$ cat config.mk
export PLATFORM = sky130hd
export DESIGN_NAME = cpu_execute_stage
export DESIGN_NICKNAME = d
export VERILOG_FILES = /design/src/logic/cpu_pkg.sv /design/src/logic/cpu_alu.sv /design/src/logic/cpu_execute_control.sv /design/src/logic/cpu_execute_datapath.sv /design/src/logic/cpu_execute_stage.sv
export SDC_FILE = /design/constraint.sdc
export NUM_CORES = 1
export LEC_CHECK = 0
export BUFFER_PORTS_ARGS = -buffer_cell sky130_fd_sc_hd__buf_2
export CAP_MARGIN = 10
export CORE_UTILIZATION = 54
export DETAILED_ROUTE_END_ITERATION = 16
export PLACE_DENSITY = 0.84
export SLEW_MARGIN = 15
export SYNTH_ARGS = -nofsm -noshare
export SYNTH_HDL_FRONTEND = slang
export SYNTH_SLANG_ARGS = --single-unit
$ cat constraint.sdc
create_clock -name i_clk -period 9.25 [get_ports i_clk]
set_input_delay 0 -clock i_clk [delete_from_list [all_inputs] [get_ports i_clk]]
set_output_delay 0 -clock i_clk [all_outputs]
set_load 0.05 [all_outputs]
$ cat src/logic/cpu_pkg.sv
`default_nettype none

package cpu_pkg;

  // datapath and instruction widths
  localparam int DATA_W  = 16;
  localparam int INSTR_W = 16;

  // instruction field positions
  // opcode sits in 4:0, bit 4 picks the immediate form
  localparam int OPC_MSB = 4;
  localparam int OPC_IMM = 4;
  localparam int RX_MSB  = 7;
  localparam int RX_LSB  = 5;
  localparam int RY_MSB  = 10;
  localparam int RY_LSB  = 8;
  // immediate overlaps Ry, signed 8 bits
  localparam int IMM_MSB = 15;
  localparam int IMM_LSB = 8;
  localparam int IMM_W   = IMM_MSB - IMM_LSB + 1;

  // link register written by call
  localparam logic [2:0] REG_R7 = 3'd7;

  // nop encoding, also write-stage ir after reset
  localparam logic [INSTR_W-1:0] NOP_INSTR  = 16'h0007;
  localparam logic [3:0]         OP_NOP_LOW = 4'b0111;

  // alu operand a sources
  localparam logic [1:0] ALU_A_FWD = 2'd0;
  localparam logic [1:0] ALU_A_RF  = 2'd1;

  // alu operand b sources
  localparam logic [1:0] ALU_B_FWD = 2'd0;
  localparam logic [1:0] ALU_B_IMM = 2'd1;
  localparam logic [1:0] ALU_B_RF  = 2'd2;

  // operands read from the register file
  typedef struct packed {
    logic [DATA_W-1:0] datax;
    logic [DATA_W-1:0] datay;
  } rf_read_t;

  // control bundle from decode to datapath
  typedef struct packed {
    logic       pc_wr_ld;
    logic       ir_wr_ld;
    logic       alu_r_ld;
    logic       alu_n_ld;
    logic       alu_z_ld;
    logic [1:0] alu_a_sel;
    logic [1:0] alu_b_sel;
    logic       alu_op_sel;
    logic       data_wr_ld;
    logic       ldst_rd;
    logic       ldst_wr;
    logic       ldst_addr_sel;
    logic       ldst_wrdata_sel;
  } ex_ctl_t;

  // registered alu result and flags
  typedef struct packed {
    logic [DATA_W-1:0] r;
    logic              n;
    logic              z;
  } alu_out_t;

  // data memory request
  typedef struct packed {
    logic              rd;
    logic              wr;
    logic [DATA_W-1:0] addr;
    logic [DATA_W-1:0] wrdata;
  } ldst_req_t;

  // execute-to-write pipeline registers
  typedef struct packed {
    logic [DATA_W-1:0]  pc;
    logic [INSTR_W-1:0] ir;
    logic [DATA_W-1:0]  datax;
    logic [DATA_W-1:0]  datay;
  } wr_stage_t;

endpackage

`default_nettype wire
$ cat src/logic/cpu_alu.sv
`timescale 1ns/10ps
`default_nettype none

module cpu_alu (
  input  wire logic                       i_clk,
  input  wire logic                       i_arst_n,
  input  wire logic [cpu_pkg::DATA_W-1:0] i_a,
  input  wire logic [cpu_pkg::DATA_W-1:0] i_b,
  input  wire logic                       i_sub,
  input  wire logic                       i_r_ld,
  input  wire logic                       i_n_ld,
  input  wire logic                       i_z_ld,
  output cpu_pkg::alu_out_t               o_alu
);

  import cpu_pkg::*;

  logic [DATA_W-1:0] result;
  logic [DATA_W-1:0] r_q;
  logic              n_q;
  logic              z_q;

  // a plus b, or a minus b
  assign result = i_sub ? (i_a - i_b) : (i_a + i_b);

  // result register
  always_ff @(posedge i_clk or negedge i_arst_n) begin
    if (!i_arst_n) begin
      r_q <= '0;
    end else if (i_r_ld) begin
      r_q <= result;
    end
  end

  // negative flag from the sign bit
  always_ff @(posedge i_clk or negedge i_arst_n) begin
    if (!i_arst_n) begin
      n_q <= 1'b0;
    end else if (i_n_ld) begin
      n_q <= result[DATA_W-1];
    end
  end

  // zero flag
  always_ff @(posedge i_clk or negedge i_arst_n) begin
    if (!i_arst_n) begin
      z_q <= 1'b0;
    end else if (i_z_ld) begin
      z_q <= (result == '0);
    end
  end

  assign o_alu = '{r: r_q, n: n_q, z: z_q};

endmodule

`default_nettype wire

$ cat src/logic/cpu_execute_control.sv
`timescale 1ns/10ps
`default_nettype none

module cpu_execute_control (
  input  wire logic [cpu_pkg::INSTR_W-1:0] i_ir_ex,
  input  wire logic [cpu_pkg::INSTR_W-1:0] i_ir_wr,
  output cpu_pkg::ex_ctl_t                 o_ctl
);

  import cpu_pkg::*;

  // opcode and register fields of both stages
  logic [OPC_MSB:0] opc_ex;
  logic [OPC_MSB:0] opc_wr;
  logic [2:0]       rx_ex;
  logic [2:0]       ry_ex;
  logic [2:0]       rx_wr;

  // instruction classes
  logic wr_writes_rx;
  logic wr_writes_r7;
  logic ex_is_alu;
  logic ex_uses_rx;
  logic ex_uses_ry;
  logic ex_is_ldst;
  logic ex_is_nop;

  // raw hazard decisions
  logic fw_rx;
  logic fw_ry;

  assign opc_ex = i_ir_ex[OPC_MSB:0];
  assign opc_wr = i_ir_wr[OPC_MSB:0];
  assign rx_ex  = i_ir_ex[RX_MSB:RX_LSB];
  assign ry_ex  = i_ir_ex[RY_MSB:RY_LSB];
  assign rx_wr  = i_ir_wr[RX_MSB:RX_LSB];

  // write stage result lands in Rx
  // mv, add, sub, ld, mvhi
  assign wr_writes_rx = ((opc_wr[3:2] == 2'b00) && (opc_wr[1:0] != 2'b11)) ||
                        ((opc_wr[3:2] == 2'b01) && !opc_wr[0]);

  // call writes the link register
  assign wr_writes_r7 = (opc_wr[3:0] == 4'b1100);

  // add, sub, cmp in either form
  assign ex_is_alu  = (opc_ex[3:2] == 2'b00) && (opc_ex[1:0] != 2'b00);
  // alu operand a and the ld/st address come from Rx
  assign ex_uses_rx = ex_is_alu || ex_is_ldst;

  // register forms up to st read Ry, nop excluded
  assign ex_uses_ry = (opc_ex[4:3] == 2'b00) && (opc_ex[2:0] != 3'b111);

  // ld and st
  assign ex_is_ldst = (opc_ex[3:1] == 3'b010);
  assign ex_is_nop  = (opc_ex[3:0] == OP_NOP_LOW);

  // Rx hazard on a field match or a call into R7
  assign fw_rx = ex_uses_rx &&
                 ((wr_writes_rx && (rx_ex == rx_wr)) ||
                  (wr_writes_r7 && (rx_ex == REG_R7)));

  // Ry hazard against the write Rx field
  assign fw_ry = ex_uses_ry &&
                 ((wr_writes_rx && (ry_ex == rx_wr)) ||
                  (wr_writes_r7 && (ry_ex == REG_R7)));

  always_comb begin
    // pc/ir advance by default and everything else idles
    o_ctl                 = '0;
    o_ctl.pc_wr_ld        = 1'b1;
    o_ctl.ir_wr_ld        = 1'b1;
    o_ctl.alu_a_sel       = ALU_A_RF;
    o_ctl.alu_b_sel       = ALU_B_RF;

    // operands captured unless nop sits in write
    o_ctl.data_wr_ld = (opc_wr != {1'b0, OP_NOP_LOW});

    if (ex_is_alu) begin
      // all three alu registers update together
      o_ctl.alu_r_ld   = 1'b1;
      o_ctl.alu_n_ld   = 1'b1;
      o_ctl.alu_z_ld   = 1'b1;
      // bit 1 set means subtract
      o_ctl.alu_op_sel = opc_ex[1];
      if (fw_rx) begin
        o_ctl.alu_a_sel = ALU_A_FWD;
      end
      if (fw_ry) begin
        o_ctl.alu_b_sel = ALU_B_FWD;
      end else if (opc_ex[OPC_IMM]) begin
        o_ctl.alu_b_sel = ALU_B_IMM;
      end
    end

    if (ex_is_ldst) begin
      // bit 0 tells store from load
      o_ctl.ldst_rd         = !opc_ex[0];
      o_ctl.ldst_wr         = opc_ex[0];
      o_ctl.ldst_addr_sel   = fw_rx;
      o_ctl.ldst_wrdata_sel = fw_ry;
    end

    // nop stalls so the write stage keeps its pc/ir
    if (ex_is_nop) begin
      o_ctl.pc_wr_ld = 1'b0;
      o_ctl.ir_wr_ld = 1'b0;
    end
  end

endmodule

`default_nettype wire

$ cat src/logic/cpu_execute_datapath.sv
`timescale 1ns/10ps
`default_nettype none

module cpu_execute_datapath (
  input  wire logic                        i_clk,
  input  wire logic                        i_arst_n,
  input  wire logic [cpu_pkg::DATA_W-1:0]  i_pc_ex,
  input  wire logic [cpu_pkg::INSTR_W-1:0] i_ir_ex,
  input  wire cpu_pkg::rf_read_t           i_rf,
  input  wire logic [cpu_pkg::DATA_W-1:0]  i_wb_data,
  input  wire cpu_pkg::ex_ctl_t            i_ctl,
  output logic [cpu_pkg::INSTR_W-1:0]      o_ir_wr,
  output cpu_pkg::ldst_req_t               o_ldst,
  output cpu_pkg::alu_out_t                o_alu,
  output cpu_pkg::wr_stage_t               o_wr
);

  import cpu_pkg::*;

  // immediate and alu operands
  logic [IMM_W-1:0]  imm;
  logic [DATA_W-1:0] imm_sext;
  logic [DATA_W-1:0] alu_a;
  logic [DATA_W-1:0] alu_b;

  // execute-to-write registers
  logic [DATA_W-1:0]  pc_q;
  logic [INSTR_W-1:0] ir_q;
  logic [DATA_W-1:0]  datax_q;
  logic [DATA_W-1:0]  datay_q;

  // signed 8-bit immediate widened to a word
  assign imm      = i_ir_ex[IMM_MSB:IMM_LSB];
  assign imm_sext = {{(DATA_W-IMM_W){imm[IMM_W-1]}}, imm};

  // operand a, forwarded result or Rx
  assign alu_a = (i_ctl.alu_a_sel == ALU_A_FWD) ? i_wb_data : i_rf.datax;

  // operand b, forwarded result, immediate or Ry
  always_comb begin
    case (i_ctl.alu_b_sel)
      ALU_B_FWD: alu_b = i_wb_data;
      ALU_B_IMM: alu_b = imm_sext;
      ALU_B_RF:  alu_b = i_rf.datay;
      default:   alu_b = i_rf.datay;
    endcase
  end

  cpu_alu u_alu (
    .i_clk    (i_clk),
    .i_arst_n (i_arst_n),
    .i_a      (alu_a),
    .i_b      (alu_b),
    .i_sub    (i_ctl.alu_op_sel),
    .i_r_ld   (i_ctl.alu_r_ld),
    .i_n_ld   (i_ctl.alu_n_ld),
    .i_z_ld   (i_ctl.alu_z_ld),
    .o_alu    (o_alu)
  );

  // memory request, same cycle as execute
  always_comb begin
    o_ldst.rd     = i_ctl.ldst_rd;
    o_ldst.wr     = i_ctl.ldst_wr;
    // address from Rx, store data from Ry
    o_ldst.addr   = i_ctl.ldst_addr_sel ? i_wb_data : i_rf.datax;
    o_ldst.wrdata = i_ctl.ldst_wrdata_sel ? i_wb_data : i_rf.datay;
  end

  // pc into write stage, held on nop
  always_ff @(posedge i_clk or negedge i_arst_n) begin
    if (!i_arst_n) begin
      pc_q <= '0;
    end else if (i_ctl.pc_wr_ld) begin
      pc_q <= i_pc_ex;
    end
  end

  // ir comes out of reset as nop
  always_ff @(posedge i_clk or negedge i_arst_n) begin
    if (!i_arst_n) begin
      ir_q <= NOP_INSTR;
    end else if (i_ctl.ir_wr_ld) begin
      ir_q <= i_ir_ex;
    end
  end

  // unforwarded operands follow the instruction
  always_ff @(posedge i_clk or negedge i_arst_n) begin
    if (!i_arst_n) begin
      datax_q <= '0;
      datay_q <= '0;
    end else if (i_ctl.data_wr_ld) begin
      datax_q <= i_rf.datax;
      datay_q <= i_rf.datay;
    end
  end

  // write-stage ir goes back to decode for hazards
  assign o_ir_wr = ir_q;
  assign o_wr    = '{pc: pc_q, ir: ir_q, datax: datax_q, datay: datay_q};

endmodule

`default_nettype wire

$ cat src/logic/cpu_execute_stage.sv
`timescale 1ns/10ps
`default_nettype none

module cpu_execute_stage (
  input  wire logic                        i_clk,
  input  wire logic                        i_arst_n,
  // instruction now in execute
  input  wire logic [cpu_pkg::DATA_W-1:0]  i_pc_ex,
  input  wire logic [cpu_pkg::INSTR_W-1:0] i_ir_ex,
  // register file operands
  input  wire cpu_pkg::rf_read_t           i_rf,
  // result of the instruction in write
  input  wire logic [cpu_pkg::DATA_W-1:0]  i_wb_data,
  output cpu_pkg::ldst_req_t               o_ldst,
  output cpu_pkg::alu_out_t                o_alu,
  output cpu_pkg::wr_stage_t               o_wr
);

  import cpu_pkg::*;

  // decode outputs and write-stage ir loop
  ex_ctl_t            ctl;
  logic [INSTR_W-1:0] ir_wr;

  // decode and hazard detection
  cpu_execute_control u_control (
    .i_ir_ex (i_ir_ex),
    .i_ir_wr (ir_wr),
    .o_ctl   (ctl)
  );

  // operand muxes, alu, pipeline registers
  cpu_execute_datapath u_datapath (
    .i_clk     (i_clk),
    .i_arst_n  (i_arst_n),
    .i_pc_ex   (i_pc_ex),
    .i_ir_ex   (i_ir_ex),
    .i_rf      (i_rf),
    .i_wb_data (i_wb_data),
    .i_ctl     (ctl),
    .o_ir_wr   (ir_wr),
    .o_ldst    (o_ldst),
    .o_alu     (o_alu),
    .o_wr      (o_wr)
  );

endmodule

`default_nettype wire

After elaboration in Yosys (flattened, before gate mapping):

Index checks and enable logic that the tools add are counted.

* mux-type cells: 11
* equal/unequal tests: 12
* bitwise gates (word level): 0
* multiply operators: 0
* reduce and logical (&&, ||, !) cells: 23
* shift operators: 0
* divide/modulo/power cells: 0
* $lt $le $gt $ge: 0
* add/sub/neg operators: 2

Operators by type and width (number)
* 16-bit two-way mux: 4
* 16-bit one-hot mux with 2 select lines: 1
* 16-bit adder: 1
* 16-bit zero test: 1
* 16-bit subtractor: 1
* 1-bit logical AND: 10
* 2-bit zero test: 5
* 8-bit two-way mux: 1
* 3-bit == test: 2
* 3-bit == test (second input constant): 2
* 2-bit two-way mux: 3
* 5-bit by 3-bit != test with 1-bit output (second input constant): 1
* 2-bit by 1-bit == test with 1-bit output (second input constant): 2
* 4-bit by 3-bit == test with 1-bit output (second input constant): 1
* 4-bit == test (second input constant): 1
* 1-bit logical OR: 4
* 4-bit two-way mux: 1
* 3-bit by 2-bit == test with 1-bit output (second input constant): 1
* 3-bit != test (second input constant): 1
* 1-bit zero test: 2
* 2-bit != test (second input constant): 1
* 2-bit nonzero test: 1
* 1-bit two-way mux: 1

* input bits: 82
* bits in latches: 0
* bits in read-only memories: 0
* word-level logic and storage cells: 55
* bits in registers: 82
* output and inout port bits: 116
* bits in writable memories: 0
* memories kept: 0

Depth between registers and ports, before layout:

* depth in word-level cells: 13
* gate-level depth with buffers: 22
* depth with buffers taken out: 22

Hierarchy:

From an unflattened synthesis, not the netlist that was laid out.

* cell total of the unflattened synthesis: 491
* area total of the unflattened synthesis: 5531.6 um^2

Modules (own cells, without submodules)
* cpu_execute_datapath: cells each 262, seq. area each 1605.3 um^2, area an instance 3563.4 um^2, times used 1
* cpu_alu: cells each 194, seq. area each 450.4 um^2, area an instance 1710.4 um^2, times used 1
* cpu_execute_control: cells each 35, seq. area each 0.0 um^2, area an instance 257.7 um^2, times used 1

Worst setup path after synthesis:

No wires, ideal clock.

* path type: flip-flop to flip-flop
* start: register u_datapath.ir_q[5] (netlist: u_datapath.o_ir_wr[5])
* end: register u_datapath.u_alu.z_q
* stages on the path, launching flop included: 20
* data required time: 9184 ps
* period minus slack after synthesis: 4760 ps
* slack: 4490 ps
* library setup time: 66 ps
* buffers on the path: 1
* data arrival time: 4694 ps
* path through: dfrtp_1 xnor2_1 nand3_2 o31ai_1 clkbuf_1 a22oi_1 and2_1 ha_1 a21oi_1 fa_1 a21o_1 a21oi_1 nor2b_1 o21a_1 or4_1 a31o_2 a21oi_1 xnor2_1 nor4_1 a22o_1

* longest elaborated chain between the ends: 11

Ends and longest elaborated chain
* start, declared: RTL line cpu_execute_datapath.sv:28 `logic [INSTR_W-1:0] ir_q;`
* start signal, assigned: RTL line cpu_execute_datapath.sv:84 `ir_q <= i_ir_ex;`
* 3-bit == test (on tied branches): RTL line cpu_execute_control.sv:65, cpu_execute_control.sv:60
* 1-bit logical AND (on tied branches): RTL line cpu_execute_control.sv:65, cpu_execute_control.sv:60
* 1-bit logical OR (on tied branches): RTL line cpu_execute_control.sv:65, cpu_execute_control.sv:60
* 1-bit logical AND (on tied branches): RTL line cpu_execute_control.sv:64, cpu_execute_control.sv:59
* 2-bit two-way mux or 1-bit two-way mux (tied branches): RTL line cpu_execute_control.sv:89, cpu_execute_control.sv:86
* 8-bit two-way mux (*): RTL line cpu_execute_control.sv:79 `if (ex_is_alu) begin`
* 2-bit by 1-bit == test with 1-bit output (tied with other cells): RTL line cpu_execute_datapath.sv:41 `case (i_ctl.alu_b_sel)`
* 16-bit one-hot mux with 2 select lines or 16-bit two-way mux (tied branches): RTL line cpu_execute_datapath.sv:41, cpu_execute_datapath.sv:37
* 16-bit adder or 16-bit subtractor (tied branches): RTL line cpu_alu.sv:24 `assign result = i_sub ? (i_a - i_b) : (i_a + i_b);`
* 16-bit two-way mux (*): RTL line cpu_alu.sv:24
* 16-bit zero test (*): RTL line cpu_alu.sv:49 `z_q <= (result == '0);`
* end signal, assigned: RTL line cpu_alu.sv:49
* end, declared: RTL line cpu_alu.sv:21 `logic z_q;`

Every way passes the cells marked *; elsewhere a longest branch is shown, timed or not.
A chain may end at the register's enable or synchronous reset.

Worst setup path after layout:

* start: register u_datapath.ir_q[2] (netlist: u_datapath.o_ir_wr[2])
* end: register u_datapath.u_alu.z_q

* longest elaborated chain between the ends: 13

Ends and longest elaborated chain
* 2-bit by 1-bit == test with 1-bit output or 2-bit zero test (tied branches): RTL line cpu_execute_control.sv:41, cpu_execute_control.sv:40
* 1-bit logical AND (on tied branches): RTL line cpu_execute_control.sv:41, cpu_execute_control.sv:40
* 1-bit logical OR: RTL line cpu_execute_control.sv:40 `assign wr_writes_rx = ((opc_wr[3:2] == 2'b00) && (opc_wr[1:0] != 2'b11)) ||`
* 1-bit logical AND (on tied branches): RTL line cpu_execute_control.sv:65, cpu_execute_control.sv:60
* 1-bit logical OR (on tied branches): RTL line cpu_execute_control.sv:65, cpu_execute_control.sv:60
* 1-bit logical AND (on tied branches): RTL line cpu_execute_control.sv:64, cpu_execute_control.sv:59
* 2-bit two-way mux or 1-bit two-way mux (tied branches): RTL line cpu_execute_control.sv:89, cpu_execute_control.sv:86
* 8-bit two-way mux (*): RTL line cpu_execute_control.sv:79
* 2-bit by 1-bit == test with 1-bit output (tied with other cells): RTL line cpu_execute_datapath.sv:41
* 16-bit one-hot mux with 2 select lines or 16-bit two-way mux (tied branches): RTL line cpu_execute_datapath.sv:41, cpu_execute_datapath.sv:37
* 16-bit adder or 16-bit subtractor (tied branches): RTL line cpu_alu.sv:24
* 16-bit two-way mux (*): RTL line cpu_alu.sv:24
* 16-bit zero test (*): RTL line cpu_alu.sv:49

Marked as above.

==> flow_metrics.tcl <==
set metrics [dict create \
    totalPowerFinal_uw 1150 \
    hold_viol_final 0 \
    critPathRequiredTime_ns 9.55 \
    synth_area_leader_cell "dfrtp_1" \
    min_period_over_period 0.552 \
    synthArstFlopShare 1.00 \
    grt_pass1_wl_um 25400 \
    core_mm2 0.00924 \
    grt_max_degree 82 \
    cts.sinks 81 \
    cp-startpoint "u_datapath.o_ir_wr[2]$_DFFE_PN1P_" \
    seqPwrFrac 0.363 \
    ant_nets 0 \
    synth_warnings 0 \
    ctsHoldBuffers 63 \
    yosys-top-cells-area "dfrtp_1 38%, mux2_2 23%, ha_1 3.9%" \
    reg2regPathDepth 16 \
    place_congestion 0.934 \
    fin_setup_tns_ns 0 \
    p_switching_uw 502 \
    synthToLayoutAreaGrowth_pct 36.4 \
    synth-edff-count 0 \
    period_minus_slack_ns 5.11 \
    critPathCaptureType "flip-flop" \
    grt-ovfl-total 0 \
    utilization 0.762 \
    final_cell_mix "196 x buf_2, 104 x mux2_2, 78 x dfrtp_1, 63 x dlygate4sd3_1, 50 x nand2_1" \
    routed_wl_um 15900 \
    rsz0062_at_grt "no" \
    mostFrequentLayoutCell "buf_2" \
    post-cts-setup-buffer-count 0 \
    drc 0 \
    num-nets-final 826 \
    die-height_um 99.8 \
    criticalPathCategory "reg -> reg" \
    drt-vias-per-instance 5.58 \
    drtIter0Drc 191 \
    synth_seq_area_share 0.393 \
    track_usage 0.331 \
    num_vias 4806 \
    firstDrtPassIters 4 \
    numCtsBuffers 9 \
    vdd_drop_max_mv 0.0908 \
    critPathCapture "u_datapath.u_alu.z_q$_DFFE_PN0P_" \
    portBuffers 197 \
    pin_count 198 \
    comb_power_share 0.418 \
    timing.rr.end "u_datapath.u_alu.z_q$_DFFE_PN0P_" \
    drive_above_1_share 0.471 \
    syn_inst 478 \
    clkLatencyLatePin_ns 0.37 \
    ctsLongestPathBuffers 2 \
    fin_skew_ns 0.0128 \
    root_buffer "clkbuf_8" \
    dp_hpwl_um 11100 \
    post-place-ws_ns 4.22 \
    tightest_slew_ns 1.04 \
    synth_area_per_cell_um2 10.8 \
    reg2reg_from "u_datapath.o_ir_wr[2]$_DFFE_PN1P_" \
    clockPowerShare 0.219 \
    rows 35 \
    cts.reportedPaths.clkPinSlew_ns 0.10 \
    max_freq_mhz 196 \
    swShare 0.436 \
    start_util 0.559 \
    fin_ws_ns 4.14 \
    grt_antenna_before_repair 0 \
    timing.slew.headroom 0.305 \
    max_cap_violations 0 \
    cp-start-kind "flip-flop" \
    die_area_mm2 0.00996 \
    power_density_mw_per_mm2 163 \
    outcome "finished, final reports clean" \
    rrSetupSlack_ns 4.14 \
    cts_tree "built" \
    antenna_cells 0 \
    cts_max_level 3 \
    first_global_vias 5046 \
    leakage_uw 0.00329 \
    hold_path.class "in -> reg" \
    ys.flop_type "dfrtp_1" \
    maxSlewViolCount 0 \
    yosys_register_bits 81 \
    arrival_ns 5.40 \
    synth_nets 577 \
    yosysTopAreaCellShare 0.378 \
    finalSetupViolCount 0 \
    wire_per_inst_um 18.5 \
    power.internal_uw 649 \
    ys_types 62 \
    cts_resized 0 \
    crit_fanout 18 \
    die_x_um 99.8 \
    syn_area_mm2 0.00516 \
]
[stage by stage]
| stage | instances | cell area, um^2 | hold WS, ns |
|---|---|---|---|
| 2_1_floorplan | 478 | 5160 | -0.296 |
| 3_3_place_gp | 781 | 6220 | 0.206 |
| 3_5_place_dp | 781 | 6220 | 0.227 |
| 4_1_cts | 860 | 7030 | 0.0257 |
| 5_1_grt | 861 | 7040 | 0.0286 |
| 6_report | 861 | 7040 | 0.0271 |
[cell usage after synthesis, drive strengths merged, types with 3 or more instances]
| cell | instances |
|---|---|
| a21o | 4 |
| a21oi | 15 |
| a221o | 5 |
| a221oi | 4 |
| a22oi | 3 |
| and2 | 4 |
| and3 | 4 |
| buf | 11 |
| clkbuf | 14 |
| dfrtp | 78 |
| dfstp | 3 |
| ha | 16 |
| inv | 5 |
| mux2 | 104 |
| mux2i | 3 |
| nand2 | 50 |
| nand2b | 7 |
| nand3 | 7 |
| nand4 | 4 |
| nor2 | 23 |
| nor2b | 5 |
| nor3 | 5 |
| o21a | 5 |
| o21ai | 27 |
| o31ai | 3 |
| or2 | 4 |
| or3 | 4 |
| xnor2 | 16 |
| xor2 | 18 |
[how the worst min path moves through the flow]
stage	from	to	slack, ns	cells past startpoint
final	i_ir_ex[3]	u_datapath.o_ir_wr[3]$_DFFE_PN0P_	0.03	2
after floorplan	i_arst_n	u_datapath.datax_q[0]$_DFFE_PN0P_	-0.30	0
after global routing	i_ir_ex[3]	u_datapath.o_ir_wr[3]$_DFFE_PN0P_	0.03	2
after CTS	i_ir_ex[3]	u_datapath.o_ir_wr[3]$_DFFE_PN0P_	0.03	2
after detailed placement	i_arst_n	u_datapath.datax_q[6]$_DFFE_PN0P_	0.23	1
after global placement	i_arst_n	u_datapath.u_alu.r_q[15]$_DFFE_PN0P_	0.21	1
[metal layers]
metal  wire length, um  vias up  GRT usage  part of all wire
met4               356        0      0.104             0.022
li1                  -     2240          -                 -
met3              1030       34     0.0689             0.065
met2              8170      239      0.608              0.51
met5                 0        -          0                 0
met1              6360     2293      0.385              0.40
[critical path, stage by stage, from the launching register on]
cell and delay, ns:
dfstp_2 0.40, o21ai_1 0.15, nand2b_1 0.16, o41ai_1 0.54, nand2_1 0.56, mux2_2 0.50
fa_1 0.47, a21o_1 0.18, a21oi_1 0.25, nor2b_1 0.08, o21a_1 0.21, or4_1 0.51
a31o_2 0.27, a21oi_1 0.17, xnor2_1 0.10, nor4_1 0.30, a22o_1 0.18
[registers in the layout, indices dropped and copies added (netlist names)]
| register | cells |
|---|---|
| u_datapath.o_ir_wr | 16 |
| u_datapath.u_alu.r_q | 16 |
| u_datapath.datay_q | 16 |
| u_datapath.datax_q | 16 |
| u_datapath.pc_q | 16 |
| u_datapath.u_alu.z_q | 1 |
[power groups by stage]
stage	logic, uW	clock network (uW)	registers, uW
2_1_floorplan	203	0	560
3_3_place_gp	451	0	421
3_5_place_dp	458	0	424
4_1_cts	479	253	417
5_1_grt	514	268	422
6_report	481	252	417
[cell type report]
cell class / count / area [um^2]
flip-flops and latches: 81 / 2030
fillers: 615 / 2200
repair buffers: 263 / 1650
multi-input cells: 367 / 3000
clock inverters: 7 / 60.1
clock buffers: 9 / 124
inverters: 5 / 18.8
well taps: 129 / 161
[kinds of logic (layout without fill, tap and decap cells)]
logic type | Yosys count | in the layout | share of synthesized area
AO/OA/AOI/OAI | 84 | 84 | 0.121
XOR/XNOR | 34 | 34 | 0.0577
adder cells (fa/ha/maj) | 17 | 17 | 0.0427
buffers and inverters | 30 | 284 | 0.0288
flip-flops | 81 | 81 | 0.393
multiplexers | 107 | 107 | 0.233
AND/OR/NAND/NOR | 125 | 125 | 0.124
Note: power is estimated with default switching activity, not from simulation.
